## src/core_pkg.sv

```systemverilog
package core_pkg;

	// major opcodes, instr[30:25]
	localparam logic [5:0] OP_ALU  = 6'b100000;
	localparam logic [5:0] OP_ADDI = 6'b101000;
	localparam logic [5:0] OP_ORI  = 6'b101100;
	localparam logic [5:0] OP_MOVI = 6'b100010;
	localparam logic [5:0] OP_LWI  = 6'b000010;
	localparam logic [5:0] OP_SWI  = 6'b001010;
	localparam logic [5:0] OP_BR   = 6'b100110;
	localparam logic [5:0] OP_J    = 6'b100100;

	// alu sub-ops, instr[4:0]
	localparam logic [4:0] SUB_ADD = 5'b00000;
	localparam logic [4:0] SUB_SUB = 5'b00001;
	localparam logic [4:0] SUB_AND = 5'b00010;
	localparam logic [4:0] SUB_XOR = 5'b00011;
	localparam logic [4:0] SUB_OR  = 5'b00100;

	// field positions
	localparam int REG_AW   = 5;
	localparam int OPC_LSB  = 25;
	localparam int RT_LSB   = 20;
	localparam int RA_LSB   = 15;
	localparam int RB_LSB   = 10;
	localparam int BR_SENSE = 14;

	// memory and cache geometry
	localparam int CACHE_LINES = 16;
	localparam int DM_ADDR_W   = 12;
	localparam int IM_ADDR_W   = 10;
	localparam int INDEX_W     = $clog2(CACHE_LINES);
	localparam int TAG_W       = DM_ADDR_W - INDEX_W - 2;

	typedef enum logic [2:0] {
		ALU_ADD,
		ALU_SUB,
		ALU_AND,
		ALU_OR,
		ALU_XOR,
		ALU_PASS_B
	} alu_op_e;

	typedef struct packed {
		alu_op_e           alu_op;
		logic              mem_read;
		logic              mem_write;
		logic              reg_write;
		logic [REG_AW-1:0] wr_addr;
	} ctrl_t;

	typedef struct packed {
		logic                 valid;
		logic [IM_ADDR_W-1:0] pc;
		logic [31:0]          instr;
	} if_id_t;

	typedef struct packed {
		logic        valid;
		ctrl_t       ctrl;
		logic [31:0] src_a;
		logic [31:0] src_b;
		logic [31:0] store_data;
	} id_ex_t;

	typedef struct packed {
		logic        valid;
		ctrl_t       ctrl;
		logic [31:0] result;
		logic [31:0] store_data;
	} ex_mem_t;

	typedef struct packed {
		logic              valid;
		logic              reg_write;
		logic [REG_AW-1:0] wr_addr;
		logic [31:0]       wr_data;
	} mem_wb_t;

endpackage

```

## src/alu.sv

```systemverilog
`timescale 1ns/1ps

module alu
	import core_pkg::*;
(
	input  logic        clk,
	input  logic        arst_n,
	input  logic        hold,
	input  id_ex_t      ex,
	output logic [31:0] result,
	output logic        overflow_pulse
);

	logic [31:0] a;
	logic [31:0] b;
	logic [31:0] sum;
	logic [31:0] diff;
	logic        ovf;

	assign a = ex.src_a;
	assign b = ex.src_b;
	assign sum = a + b;
	assign diff = a - b;

	always_comb begin
		ovf = 1'b0;
		case (ex.ctrl.alu_op)
			ALU_ADD: begin
				result = sum;
				ovf = (a[31] == b[31]) && (sum[31] != a[31]);
			end
			ALU_SUB: begin
				result = diff;
				ovf = (a[31] != b[31]) && (diff[31] != a[31]);
			end
			ALU_AND: result = a & b;
			ALU_OR:  result = a | b;
			ALU_XOR: result = a ^ b;
			default: result = b;
		endcase
	end

	// address adds of lwi/swi never flag
	always_ff @(posedge clk or negedge arst_n) begin
		if (!arst_n) begin
			overflow_pulse <= 1'b0;
		end else begin
			overflow_pulse <= ~hold & ex.valid & ex.ctrl.reg_write & ~ex.ctrl.mem_read & ovf;
		end
	end

endmodule

```

## config.mk

```make
export PLATFORM = sky130hd
export DESIGN_NAME = alu
export DESIGN_NICKNAME = d
export VERILOG_FILES = /design/src/core_pkg.sv /design/src/alu.sv
export SDC_FILE = /design/constraint.sdc
export NUM_CORES = 1
export LEC_CHECK = 0
export ABC_CLOCK_PERIOD_IN_PS = 4550
export BUFFER_PORTS_ARGS = -buffer_cell sky130_fd_sc_hd__buf_4
export CAP_MARGIN = 20
export CORE_ASPECT_RATIO = 1.75
export CORE_UTILIZATION = 50
export CTS_CLUSTER_DIAMETER = 30
export DETAILED_ROUTE_END_ITERATION = 10
export PLACE_DENSITY = 0.83
export SLEW_MARGIN = 20
export SYNTH_ARGS = -nofsm -noshare
export SYNTH_HDL_FRONTEND = slang
export SYNTH_SLANG_ARGS = --single-unit
```

## constraint.sdc

```tcl
create_clock -name clk -period 4.55 [get_ports clk]
set_input_delay 0.91 -clock clk [delete_from_list [all_inputs] [get_ports clk]]
set_output_delay 0.91 -clock clk [all_outputs]
set_load 0.05 [all_outputs]
```

Word level (Yosys, flattened, before mapping). Cells that the tools add are included.

Register bits after elaboration: 1. Input port bits: 111.

Add/subtract/negate cells: 2. Mux-type cells: 2. Bitwise operators: 9. Equal/unequal tests: 8. Reductions and logical operators: 3.

Operators by type and width (number): $pmux 32 s5 (1); $add 32x32->32 (1); $and 32x32->32 (1); $or 32x32->32 (1); $sub 32x32->32 (1); $xor 32x32->32 (1); $eq 3x2->1 const B (2); $and 1x1->1 (4); $eq 3x1->1 const B (1); $eq 3x3->1 const B (1); $logic_not 3->1 (1); $ne 1x1->1 (3); $logic_and 1x1->1 (2); $not 1->1 (2); $pmux 1 s2 (1); $eq 1x1->1 (1).

Logic depth before layout (Yosys ltp).
Word-level depth: 5. Mapped depth: 13. Gate-level depth less buffers: 13.

Worst setup path after synthesis. Ideal clock, no wire load.

Kind: input to output. Start: input ex[34] in the netlist's numbering. End: output result[31]. Path slack: -0.697 ns. Path buffers: 1. Data arrival time: 4.337 ns. Stages on the path: 12. Cells stage by stage: inv_1 -> ha_1 -> buf_6 -> o211ai_1 -> o211a_1 -> o311a_1 -> o31a_1 -> o311a_4 -> nor3_2 -> o31ai_1 -> xor2_1 -> a221oi_1.

Word-level cells in the longest chain between the ends: 2. Elaborated cells between the ends (all ways): 3. Those cells by class: add/sub (2); mux (1).

RTL lines: start, declared (line alu.sv:9) `input id_ex_t ex,`; $sub 32x32->32 / $add 32x32->32 (equally long branches) (line alu.sv:23, alu.sv:22); $pmux 32 s5 * (line alu.sv:27) `case (ex.ctrl.alu_op)`; end, declared (line alu.sv:10) `output logic [31:0] result,`.

Every way passes the cells marked *; elsewhere a longest branch is shown, timed or not.

Worst setup path after layout.
Start: input ex[33] in the netlist's numbering. End: output result[29].

Same word-level chain as after synthesis.

==> results.yml <==
synth:
  yosys.area.top_type: "ha_1"
  synthTopCellsByCount: "a21oi_1 (120), inv_1 (106), ha_1 (105)"
  synth-edff-count: 0
  netlist_instances: 913
  ys_seq_elements: 1
  synthAdderAreaFrac_pct: 23.5
  ys_warn_count: 0
  yosysUniqueCellTypes: 66
  synthMuxAreaShare_pct: 1.61
  synth-simple-area-share_pct: 20.6
  async_reset_ff_share_pct: 100
  synthXorXnorAreaFrac_pct: 3.04
  synthFlopType: "dfrtp_1"
  synth_compound_area_share_pct: 39.1
  yosysSeqAreaShare_pct: 0.434
  synth.avg_cell_area_um2: 6.31
  syn_nets: 1131
  synth_top_area_share_pct: 22.8
  synth_top_family_by_area: "compound AO/OA/AOI/OAI gates"
  synth.most_common_cell: "a21oi_1"
  netlist_area_um2: 5760
  ys_top_cells_by_area: "ha_1 (23%), a21oi_1 (10%), inv_1 (6.9%)"
timing:
  relSlewSlack_pct: 23.5
  period_share_pct: 105
  timing_hold_violations_final: 0
  setup_tns_ns: -1.36
  setup_violations: 16
  fin_crit_ns: 4.77
  finalMaxSlewViolations: 0
  worst_pin_slew_ns: 1.14
  grt_setup_unrepaired: "true"
  clock.fmax_ghz: 0.210
  setup_slack_ns: -0.216
worst_setup_path:
  criticalPathCategory: "in2out"
  cp.arrival_ns: 3.86
  worstSetupEndpointType: "output port"
  start_kind: "primary input"
  cp_max_fo: 3
  crit_required_ns: 3.64
layout:
  area_growth_pct: 47.2
  largestRegisters: "overflow_pulse (1)"
  fillers: 814
  ff_latch_area_um2: 25.0
  regMostFlops: "overflow_pulse"
  fin_nets: 1351
  multiInputGateArea_um2: 5680
  layout-drive-gt1-share_pct: 34.0
  utilization_pct: 75.9
  largest_register_ffs: 1
  insertedDiodeCount: 0
  fin_area_um2: 8480
global_route:
  antenna_found_initial: 0
  grt_use_met2_pct: 70.5
  met3_usage_pct: 3.94
  grt_max_degree: 58
  met1_usage_pct: 34.7
  globalRoute.busiestLayer: "met2"
  grt.overflow.total: 0
  grt_pass1_vias: 7919
  grt_usage_pct: 36.8
  grt_pass1_wl_um: 36100
route:
  initialDrtViolationCount: 617
  detail-route-antenna-nets: 0
  routed-via-count: 8243
  route.detailed.wl_per_inst_um: 19.7
  via_per_inst: 6.53
  first_pass_iters: 5
  drcViolationCount: 0
  totalWireLength_um: 24900
place:
  gp_congestion: 1.03
  dp_slack_ns: -0.385
  dpl-instance-area_um2: 7730
  dp_hpwl_um: 17900
  port_buffers: 105
floorplanning:
  io_pins: 144
  start_util_pct: 51.6
  rows: 51
  die_y_um: 144
  die_area_um2: 12000
  dieWidth_um: 83.1
  core-area_um2: 11200
power:
  p_leak_uw: 0.00401
  report.power.total_uw: 1350
  ir_drop_mv: 0.118
  p_per_area_nw_per_um2: 159
flow_run:
  cap_violations: 0
cts:
  path_clk_slew_ns: 0
run_status:
  outcome: "complete, but fails checks"
  violations: "setup timing"
worst_hold_path:
  hold_path.class: "in2async"
==> per-layer routing <==
metal | part of all wire (%) | vias up
met2 | 50 | 578
met5 | 0 | -
li1 | - | 3702
met1 | 32 | 3736
met3 | 7.3 | 227
met4 | 11 | 0
==> worst paths after layout <==
check	from	end	slack (ns)	depth (start not counted)
min in group clk	hold	overflow_pulse$_DFF_PN0_	1.17	4
max	ex[33]	result[29]	-0.22	16
min	arst_n	overflow_pulse$_DFF_PN0_	0.69	1
max in group asynchronous	arst_n	overflow_pulse$_DFF_PN0_	3.78	1
==> what timing repair did <==
action,CTS,global route
hold buffers,0,0
setup endpoints to repair,17,20
pin swaps,23,46
resized for setup,56,76
buffers inserted,5,10
gates cloned,0,0
==> stage by stage <==
stage	cells	hold slack, ns
floorplan	913	0.614
global placement	1248	0.685
CTS	1253	0.685
detailed placement	1248	0.685
global route	1263	0.691
finish	1263	0.686
==> area by class of cell <==
class | count | area share [%]
timing repair buffer | 280 | 25.9
tap | 132 | 1.95
multi-input combinational | 743 | 67.0
inverter | 107 | 4.81
sequential | 1 | 0.295
==> cell families (layout without fill, tap and decap cells) <==
logic type      count (synthesis)  after routing
mux                             8              8
fa+ha+maj                     107            107
compound gates                356            356
buf+inv                       169            387
flops                           1              1
simple gates                  252            252
xor+xnor                       20             20
==> worst max-delay path, stage by stage <==
cell and delay (ns):
buf_8 0.08, clkinvlp_4 0.11, buf_4 0.16, buf_4 0.13
ha_2 0.20, or2_2 0.29, o211ai_1 0.17, buf_4 0.16
nand2_2 0.06, a32oi_2 0.29, a21oi_2 0.14, o22ai_1 0.32
o21ai_0 0.19, mux2i_1 0.19, a32oi_4 0.27, buf_6 0.19
==> report_power, final <==
part	total [uW]	internal, uW	switching (uW)
combinational	1340	556	784
clock	0	0	0
sequential	9.11	9.10	0.00954
==> cell usage in the layout (no fill, tap or decap), types with 8 or more instances in the layout <==
cell type / Yosys / routed
o22ai_1: 24 / 23
ha_1: 105 / 92
nand3_1: 22 / 20
buf_6: 3 / 20
ha_4: 0 / 12
a21oi_2: 0 / 12
a21oi_1: 120 / 107
o21a_1: 9 / 8
nand2_1: 74 / 72
a211oi_1: 17 / 12
nor2_1: 73 / 73
o211ai_1: 12 / 12
nor2b_1: 10 / 10
xnor2_1: 15 / 13
inv_1: 106 / 101
o31ai_1: 13 / 9
o21bai_1: 13 / 13
nor3_1: 22 / 17
a31oi_1: 15 / 15
buf_4: 0 / 257
o21ai_0: 71 / 60
(Power assumes the default switching activity.)
