### config.mk
export PLATFORM = sky130hd
export DESIGN_NAME = hazard_forward
export DESIGN_NICKNAME = d
export VERILOG_FILES = /design/src/core_pkg.sv /design/src/hazard_forward.sv
export SDC_FILE = /design/constraint.sdc
export NUM_CORES = 1
export LEC_CHECK = 0
export BUFFER_PORTS_ARGS = -buffer_cell sky130_fd_sc_hd__buf_2
export CAP_MARGIN = 20
export CORE_AREA = 2 2 179 181
export DETAILED_ROUTE_END_ITERATION = 12
export DIE_AREA = 0 0 181 183
export PLACE_DENSITY = 0.39
export SLEW_MARGIN = 20
export SYNTH_ARGS = -nofsm -noshare
export SYNTH_HDL_FRONTEND = slang
export SYNTH_SLANG_ARGS = --single-unit
### constraint.sdc
create_clock -name vclk -period 1.5
set_clock_uncertainty 0.05 [all_clocks]
set_input_delay 0 -clock vclk [all_inputs]
set_output_delay 0 -clock vclk [all_outputs]
set_load 0.02 [all_outputs]
### src/core_pkg.sv
package core_pkg;

	// major opcodes, instr[30:25]
	localparam logic [5:0] OP_ALU  = 6'b100000;
	localparam logic [5:0] OP_ADDI = 6'b101000;
	localparam logic [5:0] OP_ORI  = 6'b101100;
	localparam logic [5:0] OP_MOVI = 6'b100010;
	localparam logic [5:0] OP_LWI  = 6'b000010;
	localparam logic [5:0] OP_SWI  = 6'b001010;
	localparam logic [5:0] OP_BR   = 6'b100110;
	localparam logic [5:0] OP_J    = 6'b100100;

	// alu sub-ops, instr[4:0]
	localparam logic [4:0] SUB_ADD = 5'b00000;
	localparam logic [4:0] SUB_SUB = 5'b00001;
	localparam logic [4:0] SUB_AND = 5'b00010;
	localparam logic [4:0] SUB_XOR = 5'b00011;
	localparam logic [4:0] SUB_OR  = 5'b00100;

	// field positions
	localparam int REG_AW   = 5;
	localparam int OPC_LSB  = 25;
	localparam int RT_LSB   = 20;
	localparam int RA_LSB   = 15;
	localparam int RB_LSB   = 10;
	localparam int BR_SENSE = 14;

	// memory and cache geometry
	localparam int CACHE_LINES = 16;
	localparam int DM_ADDR_W   = 12;
	localparam int IM_ADDR_W   = 10;
	localparam int INDEX_W     = $clog2(CACHE_LINES);
	localparam int TAG_W       = DM_ADDR_W - INDEX_W - 2;

	typedef enum logic [2:0] {
		ALU_ADD,
		ALU_SUB,
		ALU_AND,
		ALU_OR,
		ALU_XOR,
		ALU_PASS_B
	} alu_op_e;

	typedef struct packed {
		alu_op_e           alu_op;
		logic              mem_read;
		logic              mem_write;
		logic              reg_write;
		logic [REG_AW-1:0] wr_addr;
	} ctrl_t;

	typedef struct packed {
		logic                 valid;
		logic [IM_ADDR_W-1:0] pc;
		logic [31:0]          instr;
	} if_id_t;

	typedef struct packed {
		logic        valid;
		ctrl_t       ctrl;
		logic [31:0] src_a;
		logic [31:0] src_b;
		logic [31:0] store_data;
	} id_ex_t;

	typedef struct packed {
		logic        valid;
		ctrl_t       ctrl;
		logic [31:0] result;
		logic [31:0] store_data;
	} ex_mem_t;

	typedef struct packed {
		logic              valid;
		logic              reg_write;
		logic [REG_AW-1:0] wr_addr;
		logic [31:0]       wr_data;
	} mem_wb_t;

endpackage

### src/hazard_forward.sv
`timescale 1ns/1ps

module hazard_forward
	import core_pkg::*;
(
	input  logic [REG_AW-1:0] ra_addr,
	input  logic [REG_AW-1:0] rb_addr,
	input  logic [REG_AW-1:0] rt_addr,
	input  logic [31:0]       ra_data,
	input  logic [31:0]       rb_data,
	input  logic [31:0]       rt_data,
	input  id_ex_t            ex,
	input  logic [31:0]       ex_result,
	input  ex_mem_t           mem,
	input  mem_wb_t           wb,
	output logic [31:0]       fwd_a,
	output logic [31:0]       fwd_b,
	output logic [31:0]       fwd_t,
	output logic              load_stall
);

	logic ex_load;

	// youngest writer first
	function automatic logic [31:0] pick(input logic [REG_AW-1:0] addr,
			input logic [31:0] rdata);
		logic [31:0] val;
		val = rdata;
		if (addr != '0) begin
			if (ex.valid && ex.ctrl.reg_write && !ex.ctrl.mem_read &&
					ex.ctrl.wr_addr == addr) begin
				val = ex_result;
			end else if (mem.valid && mem.ctrl.reg_write && mem.ctrl.wr_addr == addr) begin
				val = mem.result;
			end else if (wb.valid && wb.reg_write && wb.wr_addr == addr) begin
				val = wb.wr_data;
			end
		end
		return val;
	endfunction

	always_comb begin
		fwd_a = pick(ra_addr, ra_data);
		fwd_b = pick(rb_addr, rb_data);
		fwd_t = pick(rt_addr, rt_data);
	end

	// load data is not there until memory stage
	assign ex_load = ex.valid & ex.ctrl.mem_read & ex.ctrl.reg_write &
		(ex.ctrl.wr_addr != '0);
	assign load_stall = ex_load & ((ex.ctrl.wr_addr == ra_addr) |
		(ex.ctrl.wr_addr == rb_addr) | (ex.ctrl.wr_addr == rt_addr));

endmodule

Yosys cells after proc, flatten, opt, wreduce, memory -nomap -nowiden
Index checks and enable logic that the tools add are counted.
{ "word_totals": {"reg_bits": 0, "wordCells": 45, "in_bits": 366} }
{ "classes": {"bitwise_logic": 6, "n_reduce_logical": 18, "n_mux": 12, "eq_ne": 9} }
{ "op_table": {"columns": ["op", "n"], "rows": [
  ["2-to-1 mux 32 bit", 12],
  ["equality test 5 bit", 9],
  ["nonzero test 5 bit", 4],
  ["logical AND 1 bit", 13],
  ["AND 1 bit", 4],
  ["bitwise OR 1 bit", 2],
  ["logical NOT 1 bit", 1]
]} }

Logic depth before layout (Yosys ltp)
{ "logic_depth": {"word_depth": 6, "ltp_mapped": 8} }

Worst setup path before layout
OpenSTA, ideal clock, no wires.
{ "synth_timing": {"path_kind": "in2out", "start": "in wb[36] (netlist name)", "end": "out fwd_t[10]", "slack_ns": -0.206, "t_arrival_ns": 1.656, "path_buffers": 2, "stages": 7, "path_cell_list": "xor2_1 nor4_2 and2_1 buf_2 buf_2 a211oi_1 o31ai_1"} }
{ "synth_via": {"elab_chain_cells": 6} }
{ "synth_rtl": {"columns": ["item", "line", "rtl"], "rows": [
  ["from (decl)", "hazard_forward.sv:15", "input mem_wb_t wb,"],
  ["equality test 5 bit", "hazard_forward.sv:35", "end else if (wb.valid && wb.reg_write && wb.wr_addr == addr) begin"],
  ["logical AND 1 bit", "hazard_forward.sv:35", null],
  ["2-to-1 mux 32 bit", "hazard_forward.sv:35", null],
  ["2-to-1 mux 32 bit", "hazard_forward.sv:33", "end else if (mem.valid && mem.ctrl.reg_write && mem.ctrl.wr_addr == addr) begin"],
  ["2-to-1 mux 32 bit", "hazard_forward.sv:30", "if (ex.valid && ex.ctrl.reg_write && !ex.ctrl.mem_read &&"],
  ["2-to-1 mux 32 bit", "hazard_forward.sv:29", "if (addr != '0) begin"],
  ["to (decl)", "hazard_forward.sv:18", "output logic [31:0] fwd_t,"]
]} }
Every way passes these cells.

Worst setup path in the final report
{ "layout_timing": {"start": "in rt_addr[0]", "end": "out fwd_t[18]"} }
{ "layout_via": {"elab_chain_cells": 6} }
{ "layout_rtl": {"columns": ["item", "line", "rtl"], "rows": [
  ["from (decl)", "hazard_forward.sv:8", "input logic [REG_AW-1:0] rt_addr,"],
  ["equality test 5 bit", "hazard_forward.sv:35", null],
  ["logical AND 1 bit", "hazard_forward.sv:35", null],
  ["2-to-1 mux 32 bit", "hazard_forward.sv:35", null],
  ["2-to-1 mux 32 bit", "hazard_forward.sv:33", null],
  ["2-to-1 mux 32 bit", "hazard_forward.sv:30", null],
  ["2-to-1 mux 32 bit *", "hazard_forward.sv:29", null]
]} }
Every way passes the cells marked *; elsewhere a longest branch is shown, timed or not.

==> out/metrics.csv <==
metric,value,unit
CP Capture Type,output pin,
slew at the pin closest to its max-slew limit,0.407,ns
"critical path fanouts, max",6,
Ys Warns,0,
hold wc startpoint,ra_data[31],
net count after synthesis,1192,
Layout Area Growth over Synthesis,106,%
count of filler cells inserted in the layout,3276,
crit-path cells,buf_12 -> xor2_4 -> nor4_4 -> buf_4 -> and2_4 -> buf_12 -> buf_16 -> a211oi_1 -> o31ai_2 -> buf_4,
final weighted congestion in routability-driven placement,0.861,
register share of total power,0,%
worst setup path startpoint,rt_addr[0],
First DRT Iteration DRCs,837,
number of max-slew violations in the final report,0,
Routed Wire Length,45.1,mm
antenna violations before repair,9,
worst hold-check slack,0.284,ns
number of nets at the end of the flow,1602,
maximum number of pins on one net before global-route repair,53,
slowest library cell on the worst path,and2_4,
highest clock frequency the design can meet,558,MHz
overall fraction of global-route tracks in use,23.5,%
endpoints failing setup,96,
core area,31200,µm²
quantity of I/O buffers inserted on ports,326,
number of clock buffers in the layout,0,
post-synth design cell area,5390,µm²
post-synthesis average cell area,6.52,µm²
kind of critical path,input pin to output pin,
multi-input logic area,5840,µm²
internal power contribution,1.42,mW
data required time at the worst endpoint,1.45,ns
routed len/inst,27.5,µm
DRC Markers,0,
"Distinct cells, synth",52,
setup repair after global routing missed its margin,yes,
Leakage,4.56,nW
seq_cells,0,
minimum clock period after layout,1.79,ns
run status,"complete, but fails checks",
Synth top area share,5.58,%
hold buffers post-CTS,0,
post-synthesis cell count,826,
number of global-route vias before repair,9268,
count of nets left with antenna violations after detail routing,0,
switching power as a share of total power,53.1,%
I/O pin count,463,
Die W,181,µm
worst setup margin,-0.293,ns
footprint of the flip-flops and latches,0,µm²
first-pass GRT wire length,60.0,mm
launching element type of the critical path,input pin,
class of the tightest hold or removal check,input pin to output pin,
Critical Path AT,1.74,ns
sequential cell area fraction in the yosys report,0,%
overall die area,33100,µm²
fraction of the cycle the final worst path needs,120,%
dominant cell type by area after synthesis,nand3_1,
power per cell area,273,nW/µm²
Psw,1.61,mW
failing checks,setup timing,
gate family responsible for the most delay along the worst path,buffers and inverters,
reported max-cap violation count,0,
main area contributors after synthesis,"nand3_1, o31ai_1, clkbuf_1",
site row count,65,
drt pass-1 iters,7,
overall die height,183,µm
Peak supply drop,0.153,mV
proportion of power drawn by combinational gates,100.0,%
hold violation count in the final report,0,
final HPWL from detailed placement,31.3,mm
buffer and inverter count on the worst path,5,
"Power, Total",3.04,mW
Starting Density,17.2,%
proportion of layout cells with a drive suffix above 1,54.7,%
vias post-DR,9567,
global-route congestion overflow total,0,
power share of the clock group,0,%
headroom to the max-slew limit,72.6,%
peak per-stage delay on the critical path,0.25,ns
via-per-instance ratio,5.83,
area by class of cell:
cell class | count | share of cell area (%)
tap | 402 | 4.53
antenna | 5 | 0.113
multi-input combinational | 688 | 52.6
timing repair buffer | 514 | 41.7
inverter | 32 | 1.08
worst paths after layout:
path | end | slack (ns) | cells past startpoint
worst max-delay path | fwd_t[18] | -0.29 | 10
worst min-delay path | fwd_a[31] | 0.28 | 4
timing repair:
| item | CTS | global route |
|---|---|---|
| resized for setup | 171 | 242 |
| gates cloned | 7 | 14 |
| pin swaps | 26 | 93 |
| hold endpoints to repair | 0 | 0 |
| setup endpoints to repair | 97 | 97 |
| setup buffers | 19 | 21 |
cells in the final DEF (no fill, tap or decap), types with 9 or more instances in the layout:
master and instances:
a211oi_1 17, a211oi_2 12, a21boi_0 33, a21oi_1 48
a22o_1 26, a31o_1 26, a31oi_1 26, a32o_1 14
a32o_2 12, and3_1 27, buf_12 47, buf_2 217
buf_4 126, buf_6 103, clkbuf_16 11, inv_1 32
nand2_1 11, nand3_1 56, nand3b_1 27, nand4_1 29
nor2_1 38, nor4_1 16, o211ai_1 31, o21ai_0 18
o21ai_1 9, o21ai_2 10, o31ai_2 30, o32a_1 26
o32ai_1 20, xnor2_2 10, xnor2_4 9, xor2_2 9
metrics by stage:
| stage | area [µm²] | cells | util, % | setup WS [ns] | setup TNS, ns |
|---|---|---|---|---|---|
| after floorplan | 5570 | 826 | - | -0.119 | -1.15 |
| after global placement | 8740 | 1582 | 28.0 | -0.426 | -31.03 |
| after detailed placement | 8740 | 1582 | 28.0 | -0.433 | -30.84 |
| after CTS | 9740 | 1607 | 31.2 | -0.296 | -20.26 |
| after global routing | 11100 | 1636 | 35.5 | -0.364 | -26.96 |
| final | 11100 | 1641 | 35.6 | -0.293 | -21.24 |
metal layers:
| layer | track usage, % | wire [µm] | vias to the layer above |
|---|---|---|---|
| li1 | - | - | 4171 |
| met1 | 30.3 | 18600 | 4724 |
| met2 | 41.9 | 21800 | 585 |
| met3 | 3.85 | 3710 | 79 |
| met4 | 3.77 | 897 | 8 |
| met5 | 0 | 47 | - |
synth_stat cells, drive strengths merged (19+ instances only):
master,count
xnor2,26
o21ai,37
a32o,26
nor2,44
o31ai,37
nor4,24
nand3b,27
nand3,62
o211ai,31
clkbuf,72
a211oi,32
xor2,19
nand4,29
buf,34
a21boi,35
a31oi,27
inv,32
and3,28
o32ai,25
a21oi,51
a31o,26
a22o,26
o32a,26
power by group through the flow:
stage	combinational, mW	sequential [mW]	clock (mW)
after CTS	2.63	0	0
after detailed placement	2.38	0	0
after floorplan	1.09	0	0
after global routing	3.18	0	0
final	3.04	0	0.000000446
after global placement	2.38	0	0
cell families after synthesis:
group	synth area share (%)
AND/OR/NAND/NOR	26.7
buffers and inverters	10.9
AO/OA/AOI/OAI	54.7
XOR/XNOR	7.74
(Power assumes the default switching activity.)
