**src/core_pkg.sv**
```systemverilog
package core_pkg;

	// major opcodes, instr[30:25]
	localparam logic [5:0] OP_ALU  = 6'b100000;
	localparam logic [5:0] OP_ADDI = 6'b101000;
	localparam logic [5:0] OP_ORI  = 6'b101100;
	localparam logic [5:0] OP_MOVI = 6'b100010;
	localparam logic [5:0] OP_LWI  = 6'b000010;
	localparam logic [5:0] OP_SWI  = 6'b001010;
	localparam logic [5:0] OP_BR   = 6'b100110;
	localparam logic [5:0] OP_J    = 6'b100100;

	// alu sub-ops, instr[4:0]
	localparam logic [4:0] SUB_ADD = 5'b00000;
	localparam logic [4:0] SUB_SUB = 5'b00001;
	localparam logic [4:0] SUB_AND = 5'b00010;
	localparam logic [4:0] SUB_XOR = 5'b00011;
	localparam logic [4:0] SUB_OR  = 5'b00100;

	// field positions
	localparam int REG_AW   = 5;
	localparam int OPC_LSB  = 25;
	localparam int RT_LSB   = 20;
	localparam int RA_LSB   = 15;
	localparam int RB_LSB   = 10;
	localparam int BR_SENSE = 14;

	// memory and cache geometry
	localparam int CACHE_LINES = 16;
	localparam int DM_ADDR_W   = 12;
	localparam int IM_ADDR_W   = 10;
	localparam int INDEX_W     = $clog2(CACHE_LINES);
	localparam int TAG_W       = DM_ADDR_W - INDEX_W - 2;

	typedef enum logic [2:0] {
		ALU_ADD,
		ALU_SUB,
		ALU_AND,
		ALU_OR,
		ALU_XOR,
		ALU_PASS_B
	} alu_op_e;

	typedef struct packed {
		alu_op_e           alu_op;
		logic              mem_read;
		logic              mem_write;
		logic              reg_write;
		logic [REG_AW-1:0] wr_addr;
	} ctrl_t;

	typedef struct packed {
		logic                 valid;
		logic [IM_ADDR_W-1:0] pc;
		logic [31:0]          instr;
	} if_id_t;

	typedef struct packed {
		logic        valid;
		ctrl_t       ctrl;
		logic [31:0] src_a;
		logic [31:0] src_b;
		logic [31:0] store_data;
	} id_ex_t;

	typedef struct packed {
		logic        valid;
		ctrl_t       ctrl;
		logic [31:0] result;
		logic [31:0] store_data;
	} ex_mem_t;

	typedef struct packed {
		logic              valid;
		logic              reg_write;
		logic [REG_AW-1:0] wr_addr;
		logic [31:0]       wr_data;
	} mem_wb_t;

endpackage

```
**src/regfile.sv**
```systemverilog
`timescale 1ns/1ps

module regfile
	import core_pkg::*;
(
	input  logic              clk,
	input  logic              arst_n,
	input  logic [REG_AW-1:0] ra_addr,
	input  logic [REG_AW-1:0] rb_addr,
	input  logic [REG_AW-1:0] rt_addr,
	input  mem_wb_t           wb,
	output logic [31:0]       ra_data,
	output logic [31:0]       rb_data,
	output logic [31:0]       rt_data
);

	logic [31:0] regs [32];
	logic        wr_en;

	assign wr_en = wb.valid & wb.reg_write & (wb.wr_addr != '0);

	always_ff @(posedge clk or negedge arst_n) begin
		if (!arst_n) begin
			for (int i = 0; i < 32; i++) begin
				regs[i] <= '0;
			end
		end else if (wr_en) begin
			regs[wb.wr_addr] <= wb.wr_data;
		end
	end

	// same-cycle write shows through
	assign ra_data = (ra_addr == '0) ? '0 :
		(wr_en && wb.wr_addr == ra_addr) ? wb.wr_data : regs[ra_addr];
	assign rb_data = (rb_addr == '0) ? '0 :
		(wr_en && wb.wr_addr == rb_addr) ? wb.wr_data : regs[rb_addr];
	assign rt_data = (rt_addr == '0) ? '0 :
		(wr_en && wb.wr_addr == rt_addr) ? wb.wr_data : regs[rt_addr];

endmodule
```
**config.mk**
```make
export PLATFORM = sky130hd
export DESIGN_NAME = regfile
export DESIGN_NICKNAME = d
export VERILOG_FILES = /design/src/core_pkg.sv /design/src/regfile.sv
export SDC_FILE = /design/constraint.sdc
export NUM_CORES = 2
export LEC_CHECK = 0
export BUFFER_PORTS_ARGS = -buffer_cell sky130_fd_sc_hd__buf_4
export CORE_MARGIN = 3
export CORE_UTILIZATION = 40
export DETAILED_ROUTE_END_ITERATION = 7
export PLACE_DENSITY_LB_ADDON = 0.08
export REMOVE_ABC_BUFFERS = 1
export SLEW_MARGIN = 40
export SYNTH_ARGS = -nofsm -noshare
export SYNTH_HDL_FRONTEND = slang
export SYNTH_SLANG_ARGS = --single-unit
```
**constraint.sdc**
```tcl
create_clock -name clk -period 4.6 [get_ports clk]
set_clock_uncertainty 0.2 [all_clocks]
set_input_delay 0.46 -clock clk [delete_from_list [all_inputs] [get_ports clk]]
set_output_delay 0.46 -clock clk [all_outputs]
set_load 0.02 [all_outputs]
```
## Yosys cells after proc, flatten, opt, wreduce, memory -nomap -nowiden

Cells that the tools add are included.

| operators by class | value |
|---|---|
| $lt $le $gt $ge | 5 |
| equal/unequal tests | 3 |
| muxes and demuxes | 18 |
| bitwise operators | 6 |
| reductions and logical operators | 8 |

Operators with widths:

| kind | number |
|---|---|
| bitwise mux 1024 bit | 1 |
| binary-select mux 32 bit (select 5 bit) | 3 |
| 2-to-1 mux 32 bit | 13 |
| demux 32 bit (select 5 bit) | 1 |
| >= comparator 6 bit (second input constant) | 4 |
| inverter 5 -> 6 bit | 4 |
| == test 5 bit | 3 |
| logical NOT 5 bit | 3 |
| less-than comparator 6 x 1 -> 1 bit (second input constant) | 1 |
| nonzero test 5 bit | 1 |
| logical AND 1 bit | 4 |
| AND 1 bit | 2 |

| storage, ports and cells | value |
|---|---|
| register bits | 1024 |
| bits of input ports | 56 |
| output and inout bits | 96 |
| word-level logic and storage cells | 72 |

## Depth between registers and ports, before layout

| depth | value |
|---|---|
| word-level depth | 6 |
| gate-level depth with buffers | 10 |
| depth with buffers taken out | 5 |

## Least setup slack after synthesis

No wires, ideal clock.

| timing path | value |
|---|---|
| path kind | input -> output |
| start point | input wb[32] in the netlist's numbering |
| end point | output rt_data[10] |
| arrival | 2.308 ns |
| required time | 3.940 ns |
| path slack | 1.632 ns |
| stages on the path | 7 |
| path buffers | 3 |
| cells stage by stage | buf_4 xor2_1 or3_1 or4_1 buf_2 buf_2 a21oi_1 |

| between the ends | value |
|---|---|
| cells in the longest elaborated chain, start to end | 5 |
| elaborated cells on any way between the ends | 6 |
| classes of those cells | eq/ne: 1; mux: 2; bitwise: 1; reduce/logical: 2 |

RTL lines:

| what | RTL line | text |
|---|---|---|
| start, declared | regfile.sv:11 | `input mem_wb_t wb,` |
| nonzero test 5 bit | regfile.sv:20 | `assign wr_en = wb.valid & wb.reg_write & (wb.wr_addr != '0);` |
| AND 1 bit | regfile.sv:20 |  |
| logical AND 1 bit * | regfile.sv:38 | `(wr_en && wb.wr_addr == rt_addr) ? wb.wr_data : regs[rt_addr];` |
| 2-to-1 mux 32 bit * | regfile.sv:38 |  |
| 2-to-1 mux 32 bit * | regfile.sv:37 | `assign rt_data = (rt_addr == '0) ? '0 :` |
| end, declared | regfile.sv:14 | `output logic [31:0] rt_data` |

Every way passes the cells marked *; elsewhere a longest branch is shown, timed or not.

## Worst setup path after layout

| timing path | value |
|---|---|
| start point | input wb[32] in the netlist's numbering |
| end point | output ra_data[17] |

| between the ends | value |
|---|---|
| cells in the longest elaborated chain, start to end | 5 |
| elaborated cells on any way between the ends | 6 |
| classes of those cells | eq/ne: 1; mux: 2; bitwise: 1; reduce/logical: 2 |

RTL lines:

| what | RTL line | text |
|---|---|---|
| nonzero test 5 bit | regfile.sv:20 |  |
| AND 1 bit | regfile.sv:20 |  |
| logical AND 1 bit * | regfile.sv:34 | `(wr_en && wb.wr_addr == ra_addr) ? wb.wr_data : regs[ra_addr];` |
| 2-to-1 mux 32 bit * | regfile.sv:34 |  |
| 2-to-1 mux 32 bit * | regfile.sv:33 | `assign ra_data = (ra_addr == '0) ? '0 :` |
| end, declared | regfile.sv:12 | `output logic [31:0] ra_data,` |

Marked as above.

==> results.toml <==
[synthesis]
avgSynthCellArea_um2 = 13.43
synth_top_area_cell = "dfrtp_1"
synthArstFlopShare_pct = 100.0
yosysWarningCount = 0
synth_enable_flop_cells = 0
yosys_most_used_dff = "dfrtp_1"
ys_types = 70
synthTopCellsByArea = "dfrtp_1 (40%), mux2_2 (20%), mux4_2 (18%)"
synthCells = 4807
synth_seq_cells = 1024
synth_top_area_share_pct = 39.68
yosysSeqAreaShare_pct = 39.68
synth_area_um2 = 64580

[timing]
period_share_pct = 91.26
grt_setup_unrepaired = "no"
hold_viol_final = 0
min_period_ps = 4198
maxSlewViolCount = 0
worst_pin_slew_ps = 989.8
maxSlewHeadroom_pct = 34.01
setup_viol = 0
max_freq_mhz = 238.2

[placement]
placed_cells = 6805
globalplace.congestion = 0.8551
port_buffers = 151
place_hpwl_um = 170000

[routing]
drt_iter0_drc = 5231
final_antenna_net_count = 0
drc_errors = 0
vias = 47750
wl_um = 279100
avgRoutedWirePerCell_um = 39.67
firstDrtPassIters = 5
viasPerCell = 6.787

[global_routing]
grt_pass1_wl_um = 390200
antenna_found_initial = 14
track_usage_pct = 32.91
grt_pass1_vias = 47090
grt-ovfl-total = 0
grt_max_degree = 129

[setup_path]
path_common_cell = "buf_4"
cpMaxStageDelayCell = "or3_2"
arrival_ps = 3540
path_delay_family = "simple AND/OR/NAND/NOR gates"
start_kind = "primary input"
critPathRequiredTime_ps = 3940
cp-end-kind = "primary output"
path_cells = "buf_4 -> or2_2 -> o21bai_2 -> or3_2 -> buf_12 -> o21ai_0 -> nor2_1 -> buf_4"
slowest_delay_ps = 680
critical_path_class = "in2out"
crit_buf_inv = 3
crit_fanout = 19

[layout]
top_register = "regs"
syn_to_final_growth_pct = 13.17
largest_register_ffs = 1024
drive_gt1_share_pct = 48.20
final_cells = 7036
fin_util_pct = 45.83
fillers = 14380
reg_top3 = "regs x1024"
final_nets = 4840

[clock_tree]
ctsResizeCount = 0
hold_buffers = 2
cts_max_path_buffers = 3
numCtsBuffers = 120
numClockSinks = 1024
clkSlewWorstSetupHoldPaths_ps = 60
cts_max_level = 3
tritoncts = "built"
clock-root-buffer = "clkbuf_16"
cts_setup_buffers = 0
clkLatencyLatePin_ps = 750

[flow_run]
maxCapViolCount = 0

[power]
cellLeakagePower_nw = 31.70
ir_drop_mv = 0.2888
power.density_nw_per_um2 = 374.7

[die]
rows = 146
die_h_um = 407.8
fp.dieW_um = 407.8
die_area_um2 = 166300
core_um2 = 159500
io-pin-count = 152
initial_core_util_pct = 40.49

[min_path]
min_path_type = "in2reg"

[status]
status = "finished, final reports clean"
## cells in the mapped netlist (8+ instances only)
cell and instances:
buf_1 18, a22o_1 10, o221ai_1 36, o22ai_1 89, a221oi_1 50, buf_4 54
nand2b_1 13, nand3_1 18, a22oi_1 51, dfrtp_1 1024, nor3_1 21, buf_2 118
a32o_1 32, mux2_2 1132, buf_6 45, o211ai_1 12, a221o_1 46, mux2i_1 444
a211oi_1 73, or3_1 9, o21ai_1 10, and3_1 8, a21oi_1 117, nand2_1 156
nor2b_1 19, a2111oi_0 43, clkbuf_1 315, o21ai_0 65, xnor2_1 8, a31oi_1 13
mux4_2 527, nor2_1 146
## cells in the final DEF, fill, tap and decap left out, types with 15 or more instances in the layout
cell | netlist | routed
mux2_2 | 1132 | 1132
dfrtp_1 | 1024 | 1024
mux4_2 | 527 | 527
mux2i_1 | 444 | 444
buf_4 | 54 | 324
nand2_1 | 156 | 150
clkbuf_16 | 0 | 123
nor2_1 | 146 | 119
a21oi_1 | 117 | 115
o22ai_1 | 89 | 89
a211oi_1 | 73 | 73
buf_12 | 3 | 70
o21ai_0 | 65 | 65
a22oi_1 | 51 | 51
a221oi_1 | 50 | 50
a221o_1 | 46 | 46
clkinv_2 | 0 | 41
a2111oi_0 | 43 | 38
o221ai_1 | 36 | 36
a32o_1 | 32 | 32
nor2_4 | 0 | 27
clkbuf_8 | 0 | 27
nor3_1 | 21 | 20
nand3_1 | 18 | 15
## final timing paths
| check | startpoint | end | slack (ps) | cells past startpoint |
|---|---|---|---|---|
| hold / removal | wb[1] | regs[609]$_DFFE_PN0P_ | 60 | 2 |
| hold reg to reg | regs[1007]$_DFFE_PN0P_ | regs[1007]$_DFFE_PN0P_ | 220 | 0 |
| setup / recovery | wb[32] | ra_data[17] | 400 | 8 |
| setup reg to reg | regs[549]$_DFFE_PN0P_ | regs[549]$_DFFE_PN0P_ | 3570 | 1 |
| max in group asynchronous | arst_n | regs[150]$_DFFE_PN0P_ | 2840 | 4 |
| min in group asynchronous | arst_n | regs[56]$_DFFE_PN0P_ | 80 | 2 |
## cell type report
type                    instances  area (µm²)  share of cell area [%]
multi-input cells            3218       36440                   49.86
flip-flops and latches       1024       25620                   35.06
repair buffers                414        4158                   5.689
clock buffers                 163        3488                   4.773
well taps                    2146        2685                   3.674
clock inverters                61       658.1                  0.9005
inverters                       6       25.02                 0.03424
diodes                          4       10.01                 0.01370
## kinds of logic (layout without fill, tap and decap cells)
kind of cell	after synthesis	count (layout)	share of synthesized area, %
buf+inv	565	644	4.530
other cells	0	4	0
flops	1024	1024	39.68
mux	2107	2107	45.09
compound gates	678	678	7.614
simple gates	418	418	2.881
xor+xnor	15	15	0.2034
## power breakdown
part           total (mW)  switching (mW)  internal [mW]  leakage [nW]
clock network        10.2            4.23           6.00          2.07
registers            11.3            1.16           10.2          13.6
logic                5.84            2.81           3.03          16.0
total                27.4            8.20           19.2          31.7
## layer usage
layer | wire length (µm) | GRT usage (%)
met5 | 28 | 0
met4 | 11580 | 12.29
met3 | 23220 | 7.174
met2 | 126000 | 50.28
met1 | 118300 | 45.98
## stage by stage
| stage | TNS (ps) | cell area (µm²) | power [mW] | setup slack [ps] | hold slack, ps |
|---|---|---|---|---|---|
| final | 0 | 73090 | 27.39 | 401.8 | 55.66 |
| after global routing | 0 | 73080 | 28.38 | 432.5 | 60.84 |
| after CTS | 0 | 73040 | 27.43 | 599.4 | 1.845 |
| after detailed placement | 0 | 68880 | 17.20 | 606.1 | 205.2 |
| after global placement | 0 | 68680 | 17.11 | 522.3 | 199.4 |
| after floorplan | -9046 | 61680 | 14.57 | -320.1 | -35.59 |
Note: power is estimated with default switching activity, not from simulation.
