File: config.mk
export PLATFORM = sky130hd
export DESIGN_NAME = dcache
export DESIGN_NICKNAME = d
export VERILOG_FILES = /design/src/core_pkg.sv /design/src/dcache.sv
export SDC_FILE = /design/constraint.sdc
export NUM_CORES = 1
export LEC_CHECK = 0
export BUFFER_PORTS_ARGS = -buffer_cell sky130_fd_sc_hd__buf_2
export CAP_MARGIN = 0
export CORE_MARGIN = 3
export CORE_UTILIZATION = 65
export CTS_BUF_LIST = sky130_fd_sc_hd__clkbuf_8 sky130_fd_sc_hd__clkbuf_16
export DETAILED_ROUTE_END_ITERATION = 8
export PLACE_DENSITY = 0.84
export SETUP_SLACK_MARGIN = 0.4
export SLEW_MARGIN = 20
export SYNTH_ARGS = -nofsm -noshare
export SYNTH_HDL_FRONTEND = slang
export SYNTH_SLANG_ARGS = --single-unit
export TNS_END_PERCENT = 50
File: constraint.sdc
create_clock -name clk -period 11.35 [get_ports clk]
set_clock_uncertainty 0.15 [all_clocks]
set_input_delay 1.7025 -clock clk [delete_from_list [all_inputs] [get_ports clk]]
set_output_delay 1.7025 -clock clk [all_outputs]
set_load 0.05 [all_outputs]
File: src/core_pkg.sv
package core_pkg;

	// major opcodes, instr[30:25]
	localparam logic [5:0] OP_ALU  = 6'b100000;
	localparam logic [5:0] OP_ADDI = 6'b101000;
	localparam logic [5:0] OP_ORI  = 6'b101100;
	localparam logic [5:0] OP_MOVI = 6'b100010;
	localparam logic [5:0] OP_LWI  = 6'b000010;
	localparam logic [5:0] OP_SWI  = 6'b001010;
	localparam logic [5:0] OP_BR   = 6'b100110;
	localparam logic [5:0] OP_J    = 6'b100100;

	// alu sub-ops, instr[4:0]
	localparam logic [4:0] SUB_ADD = 5'b00000;
	localparam logic [4:0] SUB_SUB = 5'b00001;
	localparam logic [4:0] SUB_AND = 5'b00010;
	localparam logic [4:0] SUB_XOR = 5'b00011;
	localparam logic [4:0] SUB_OR  = 5'b00100;

	// field positions
	localparam int REG_AW   = 5;
	localparam int OPC_LSB  = 25;
	localparam int RT_LSB   = 20;
	localparam int RA_LSB   = 15;
	localparam int RB_LSB   = 10;
	localparam int BR_SENSE = 14;

	// memory and cache geometry
	localparam int CACHE_LINES = 16;
	localparam int DM_ADDR_W   = 12;
	localparam int IM_ADDR_W   = 10;
	localparam int INDEX_W     = $clog2(CACHE_LINES);
	localparam int TAG_W       = DM_ADDR_W - INDEX_W - 2;

	typedef enum logic [2:0] {
		ALU_ADD,
		ALU_SUB,
		ALU_AND,
		ALU_OR,
		ALU_XOR,
		ALU_PASS_B
	} alu_op_e;

	typedef struct packed {
		alu_op_e           alu_op;
		logic              mem_read;
		logic              mem_write;
		logic              reg_write;
		logic [REG_AW-1:0] wr_addr;
	} ctrl_t;

	typedef struct packed {
		logic                 valid;
		logic [IM_ADDR_W-1:0] pc;
		logic [31:0]          instr;
	} if_id_t;

	typedef struct packed {
		logic        valid;
		ctrl_t       ctrl;
		logic [31:0] src_a;
		logic [31:0] src_b;
		logic [31:0] store_data;
	} id_ex_t;

	typedef struct packed {
		logic        valid;
		ctrl_t       ctrl;
		logic [31:0] result;
		logic [31:0] store_data;
	} ex_mem_t;

	typedef struct packed {
		logic              valid;
		logic              reg_write;
		logic [REG_AW-1:0] wr_addr;
		logic [31:0]       wr_data;
	} mem_wb_t;

endpackage

File: src/dcache.sv
`timescale 1ns/1ps

module dcache
	import core_pkg::*;
(
	input  logic                 clk,
	input  logic                 arst_n,
	input  logic                 req,
	input  logic                 req_write,
	input  logic [DM_ADDR_W-1:0] req_addr,
	input  logic [31:0]          req_wdata,
	output logic [31:0]          rdata,
	output logic                 ready,
	output logic                 dm_enable,
	output logic                 dm_write,
	output logic [DM_ADDR_W-1:0] dm_addr,
	output logic [31:0]          dm_wdata,
	input  logic [31:0]          dm_rdata,
	input  logic                 dm_ack
);

	typedef enum logic [1:0] {
		S_IDLE,
		S_READ,
		S_WRITE,
		S_DONE
	} state_e;

	state_e state;
	state_e state_nx;

	logic [CACHE_LINES-1:0] line_valid;
	logic [TAG_W-1:0]       line_tag [CACHE_LINES];
	logic [31:0]            line_data [CACHE_LINES];

	logic [INDEX_W-1:0] index;
	logic [TAG_W-1:0]   tag;
	logic [INDEX_W-1:0] fill_index;
	logic [TAG_W-1:0]   fill_tag;
	logic               hit;
	logic               line_hit;
	logic               start;
	logic               fill;

	// lookup on the pipeline address
	assign index = req_addr[2 +: INDEX_W];
	assign tag = req_addr[DM_ADDR_W-1 -: TAG_W];
	assign hit = line_valid[index] && (line_tag[index] == tag);
	assign rdata = line_data[index];

	// every store and every read miss goes to the bus
	assign start = (state == S_IDLE) && req && (req_write || !hit);
	assign ready = !start && (state == S_IDLE || state == S_DONE);

	assign dm_enable = (state == S_READ) || (state == S_WRITE);
	assign dm_write = (state == S_WRITE);

	// line update uses the latched bus address
	assign fill_index = dm_addr[2 +: INDEX_W];
	assign fill_tag = dm_addr[DM_ADDR_W-1 -: TAG_W];
	assign line_hit = line_valid[fill_index] && (line_tag[fill_index] == fill_tag);
	assign fill = dm_ack && ((state == S_READ) || (state == S_WRITE && line_hit));

	always_comb begin
		state_nx = state;
		case (state)
			S_IDLE: begin
				if (start) begin
					state_nx = req_write ? S_WRITE : S_READ;
				end
			end
			S_READ, S_WRITE: begin
				if (dm_ack) begin
					state_nx = S_DONE;
				end
			end
			default: state_nx = S_IDLE;
		endcase
	end

	always_ff @(posedge clk or negedge arst_n) begin
		if (!arst_n) begin
			state <= S_IDLE;
			line_valid <= '0;
		end else begin
			state <= state_nx;
			if (fill) begin
				line_valid[fill_index] <= 1'b1;
			end
		end
	end

	always_ff @(posedge clk) begin
		if (start) begin
			dm_addr <= req_addr;
			dm_wdata <= req_wdata;
		end
		if (fill) begin
			line_tag[fill_index] <= fill_tag;
			line_data[fill_index] <= (state == S_READ) ? dm_rdata : dm_wdata;
		end
	end

endmodule

After elaboration in Yosys (flattened, before gate mapping)
Memory sizes are Yosys's and may differ from the RTL's. A register that Yosys moved wholly into a read port is not among the register bits.
Cells that the tools add are included.
- output and inout bits: 79
- input port bits: 81
- memory bits (writable): 608
- register bits: 62
- memories kept: 2
- memories (name ; depth ; bits a word ; read ports ; clocked after memory_dff ; wr ports ; line ; text):
    line_data ; 16 ; 32 ; 1 ; 0 ; 1 ; dcache.sv:34 ; logic [31:0] line_data [CACHE_LINES];
    line_tag ; 16 ; 6 ; 2 ; 1 ; 1 ; dcache.sv:33 ; logic [TAG_W-1:0] line_tag [CACHE_LINES];
- magnitude comparators: 3
- equal/unequal tests: 7
- reductions and logical operators: 17
- muxes and demuxes: 14
- bitwise gates (word level): 1
- operators with widths (cell ; count):
    2-to-1 mux 32 bit ; 1
    OR 16 bit ; 1
    == test 6 bit ; 2
    < comparator 4 x 5 -> 1 bit (second input constant) ; 2
    binary-select mux 1 bit (select 4 bit) ; 2
    logical AND 1 bit ; 8
    2-to-1 mux 2 bit ; 3
    2-to-1 mux 1 bit ; 5
    demux 1 bit (select 4 bit) ; 1
    == test 2 bit (second input constant) ; 2
    greater-or-equal comparator 4 x 1 -> 1 bit (second input constant) ; 1
    logical OR 1 bit ; 4
    2-to-1 mux 4 bit ; 1
    != test 2 bit (second input constant) ; 2
    case mux 2 bit (2 select lines) ; 1
    == test 2 x 1 -> 1 bit (second input constant) ; 1
    zero test 1 bit ; 2
    zero test 2 bit ; 1
    AND reduction 2 bit ; 1
    OR reduction 2 bit ; 1

Longest topological paths before layout
- depth in word-level cells: 8
- gate-level depth with buffers: 11
- depth with buffers taken out: 8

Worst setup path before layout
No wires, ideal clock.
- path kind: input-to-output
- start point: in req_addr[4]
- end point: out ready
- data required time: 9.498 ns
- stages: 10
- setup slack: 5.241 ns
- arrival: 4.256 ns
- cell sequence: buf_2 buf_2 mux4_2 mux2i_1 xnor2_1 o41ai_2 nand4_1 o211a_1 buf_6 nor2_1
- cells in the longest elaborated chain, start to end: 8
- elaborated cells between the ends (all ways): 10
- RTL lines (item ; line ; text):
    from (decl) ; dcache.sv:10 ; input logic [DM_ADDR_W-1:0] req_addr,
    memory (16 x 6 bit) / binary-select mux 1 bit (select 4 bit) (equally long branches) ; n/a ;
    == test 6 bit / 2-to-1 mux 1 bit (equally long branches) ; dcache.sv:48 ; assign hit = line_valid[index] && (line_tag[index] == tag);
    logical AND 1 bit * ; dcache.sv:48 ;
    zero test 1 bit * ; dcache.sv:52 ; assign start = (state == S_IDLE) && req && (req_write || !hit);
    logical OR 1 bit * ; dcache.sv:52 ;
    logical AND 1 bit * ; dcache.sv:52 ;
    net start ; dcache.sv:42 ; logic start;
    zero test 1 bit * ; dcache.sv:53 ; assign ready = !start && (state == S_IDLE || state == S_DONE);
    logical AND 1 bit * ; dcache.sv:53 ;
    to (decl) ; dcache.sv:13 ; output logic ready,
The timed path passes the listed nets; every way through them passes the cells marked *. The select of a mux whose other input is x is not followed.

Final worst setup path
- start point: in req_addr[3]
- end point: out ready
- cells in the longest elaborated chain, start to end: 8
- elaborated cells between the ends (all ways): 10
- RTL lines (item ; line):
    memory (16 x 6 bit) / binary-select mux 1 bit (select 4 bit) (equally long branches) ; n/a
    == test 6 bit / 2-to-1 mux 1 bit (equally long branches) ; dcache.sv:48
    logical AND 1 bit * ; dcache.sv:48
    zero test 1 bit * ; dcache.sv:52
    logical OR 1 bit * ; dcache.sv:52
    logical AND 1 bit * ; dcache.sv:52
    zero test 1 bit * ; dcache.sv:53
    logical AND 1 bit * ; dcache.sv:53
Mark *: on every way between the ends. The rest lies on a longest branch, timed or not. The select of a mux whose other input is x is not followed.

==> flow_metrics.env <==
export IMPL_status="completed"
export IMPL_syn_area_um2=26900
export IMPL_synth_async_sr_flop_share_pct=2.67
export IMPL_worst_pin_slew_ns=1.17
export IMPL_firstDrtPassIters=6
export IMPL_htree_levels=3
export IMPL_grt_antenna_before_repair=0
export IMPL_power_density_nw_per_um2=208
export IMPL_cp_required_ns=9.50
export IMPL_multi_input_area_um2=6620
export IMPL_final_setup_viol_count=0
export IMPL_synth_simple_area_share_pct=1.26
export IMPL_synthDominantCellAreaShare_pct=72.7
export IMPL_ys_seq_elements=674
export IMPL_max_cap_violations=0
export IMPL_yosysMostFrequentCell="edfxtp_1"
export IMPL_yosysWarnings=0
export IMPL_synthCells=1156
export IMPL_clock_path_buffers=3
export IMPL_postSynthAreaPerCell_um2=23.3
export IMPL_synth_fp_nets=1241
export IMPL_gp_congestion=0.845
export IMPL_ctsHoldBuffers=0
export IMPL_cts_sinks=674
export IMPL_ant_nets=0
export IMPL_critical_path_top_delay_family="buffers and inverters"
export IMPL_drv_slew=0
export IMPL_synth_cell_types=50
export IMPL_tritoncts="done"
export IMPL_leakage_uw=0.0100
export IMPL_drive_above_1_share_pct=39.8
export IMPL_die_y_um=210
export IMPL_finalCriticalPeriod_ns=7.55
export IMPL_finalSetupTns_ns=0
export IMPL_hold_viol=0
export IMPL_min_from="line_valid[10]$_DFFE_PN0P_"
export IMPL_clk_latency_ns=0.58
export IMPL_ys_seq_area_share_pct=74.6
export IMPL_grt_pass1_wl_mm=96.5
export IMPL_irDropWorstVdd_mv=0.173
export IMPL_core_area_um2=40400
export IMPL_drc=0
export IMPL_rsz0062_at_grt="false"
export IMPL_synth_area_leaders="edfxtp_1 (73%), mux4_2 (18%), dfrtp_1 (1.7%), mux2_2 (1.4%), mux2i_1 (0.97%)"
export IMPL_fin_util_pct=75.5
export IMPL_hold_class="reg -> reg"
export IMPL_critPathMaxStageDelay_ns=0.86
export IMPL_crit_chain="buf_6 > buf_4 > mux4_2 > nor2b_1 > a211oi_1 > a211oi_1 > nand4_1 > o211a_4 > nor2_1 > buf_2"
export IMPL_grt_pass1_vias=14300
export IMPL_root_buffer="clkbuf_16"
export IMPL_row_count=73
export IMPL_synthFlopType="edfxtp_1"
export IMPL_wl_per_cell_um=34.0
export IMPL_timing_fmax_mhz=132
export IMPL_fillCellCount=2060
export IMPL_syn2layout_area_growth_pct=13.2
export IMPL_seq_area_um2=20100
export IMPL_cts_resized=0
export IMPL_yosysTopAreaCell="edfxtp_1"
export IMPL_crit_buf_inv=3
export IMPL_worstSetupEndpointType="primary output"
export IMPL_die_w_um=210
export IMPL_cts_setup_buffers=0
export IMPL_worstPathMaxFanout=91
export IMPL_fin_cells=1915
export IMPL_final_nets=1430
export IMPL_critPathLaunch="req_addr[3]"
export IMPL_grt_max_degree=92
export IMPL_critPathArrivalTime_ns=5.70
export IMPL_placed_cells=1800
export IMPL_synth_top_family_by_area="multiplexers"
export IMPL_synth_xor_area_share_pct=0.488
export IMPL_port_buffers=159
export IMPL_numCtsBuffers=67
export IMPL_cp_common_cell="a211oi_1"
export IMPL_drt_initial_drc_count=1569
export IMPL_synth_common_cells="edfxtp_1 (652), mux4_2 (215), mux2_2 (33)"
export IMPL_cp_slowest_cell="buf_4"
export IMPL_slew_headroom_pct=21.3
export IMPL_vias=13500
export IMPL_start_util_pct=66.7
export IMPL_muxShareOfSynthArea_pct=20.7
export IMPL_finalCritPeriodShare_pct=66.5
export IMPL_routed_wl_mm=65.2
export IMPL_synth_adder_area_share_pct=0.186
export IMPL_gr_total_overflow=0
export IMPL_synth_edf_count=652
export IMPL_grt_use_total_pct=30.5
export IMPL_path_class="in -> out"
export IMPL_diodes=0
export IMPL_ios=160
export IMPL_cts_clk_slew_worst_paths_ns=0.06
export IMPL_synth_compound_area_share_pct=1.43
export IMPL_startpoint_type="input pin"
export IMPL_vias_per_cell=7.06
export IMPL_hpwlAfterDp_mm=31.7
export IMPL_dieArea_um2=43900
==> metrics by stage <==
stage	instance area, um^2	hold slack, ns	power [uW]	worst slack, ns
after global routing	30500	0.376	6530	3.54
final	30500	0.367	6350	3.80
after global placement	28400	0.332	4190	3.69
after detailed placement	28400	0.341	4250	3.68
after floorplan	26900	0.302	3940	5.24
after CTS	30500	0.359	6370	3.65
==> layer usage <==
layer	routed length [um]	GRT usage, %
met1	22800	41.1
met2	34000	51.1
met3	5670	5.10
met4	2660	12.4
met5	0	0
==> where the power goes <==
| part | switching [uW] | internal [uW] |
|---|---|---|
| registers | 120 | 3070 |
| logic | 687 | 350 |
| clock network | 898 | 1220 |
==> worst register-to-register path, delay by kind of cell (launching register included) <==
family,cells,cell delay [ns]
flip-flops,1,0.95
XOR/XNOR,1,0.09
multiplexers,2,0.85
buffers and inverters,1,0.69
AND/OR/NAND/NOR,2,1.37
AO/OA/AOI/OAI,2,0.69
==> layout by cell type, fill, tap and decap left out, drive strengths merged, types with 7 or more instances in the layout <==
cell type	n
edfxtp	652
mux4	217
buf	184
clkbuf	69
mux2	37
mux2i	26
inv	23
clkinv	22
nor2	22
nand2	21
dfrtp	18
o21bai	15
xor2	9
a21oi	7
nor2b	7
==> logic make-up (layout without fill, tap and decap cells) <==
logic type,after synthesis,count (layout)
xor gates and xnor gates,15,15
adders and majority gates,4,4
buffers and inverters,70,304
and+or+nand+nor,70,70
DFF,674,674
AOI/OAI and AO/OA,43,43
muxes,280,280
==> state kept, by name, indices dropped and copies added, names as in the netlist, named ones only <==
| signal | count |
|---|---|
| dm_wdata | 32 |
| line_tag | 96 |
| line_valid | 16 |
| dm_addr | 12 |
| line_data | 512 |
| state | 2 |
==> final timing paths <==
kind	end	slack (ns)	cells past startpoint
setup / recovery	ready	3.80	10
hold / removal	line_valid[10]$_DFFE_PN0P_	0.37	2
setup reg to reg	line_data[10][19]$_DFFE_PP_	6.17	8
hold reg to reg	line_valid[10]$_DFFE_PN0P_	0.37	2
max in group asynchronous	line_valid[9]$_DFFE_PN0P_	9.81	1
min in group asynchronous	line_valid[0]$_DFFE_PN0P_	0.91	1
==> layout make-up <==
cell class	count	share of cell area, %
sequential	674	66.0
multi-input combinational	412	21.7
clock buffer	69	5.63
timing repair buffer	184	3.33
tap	525	2.15
clock inverter	45	1.15
inverter	6	0.0739
(Power assumes the default switching activity.)
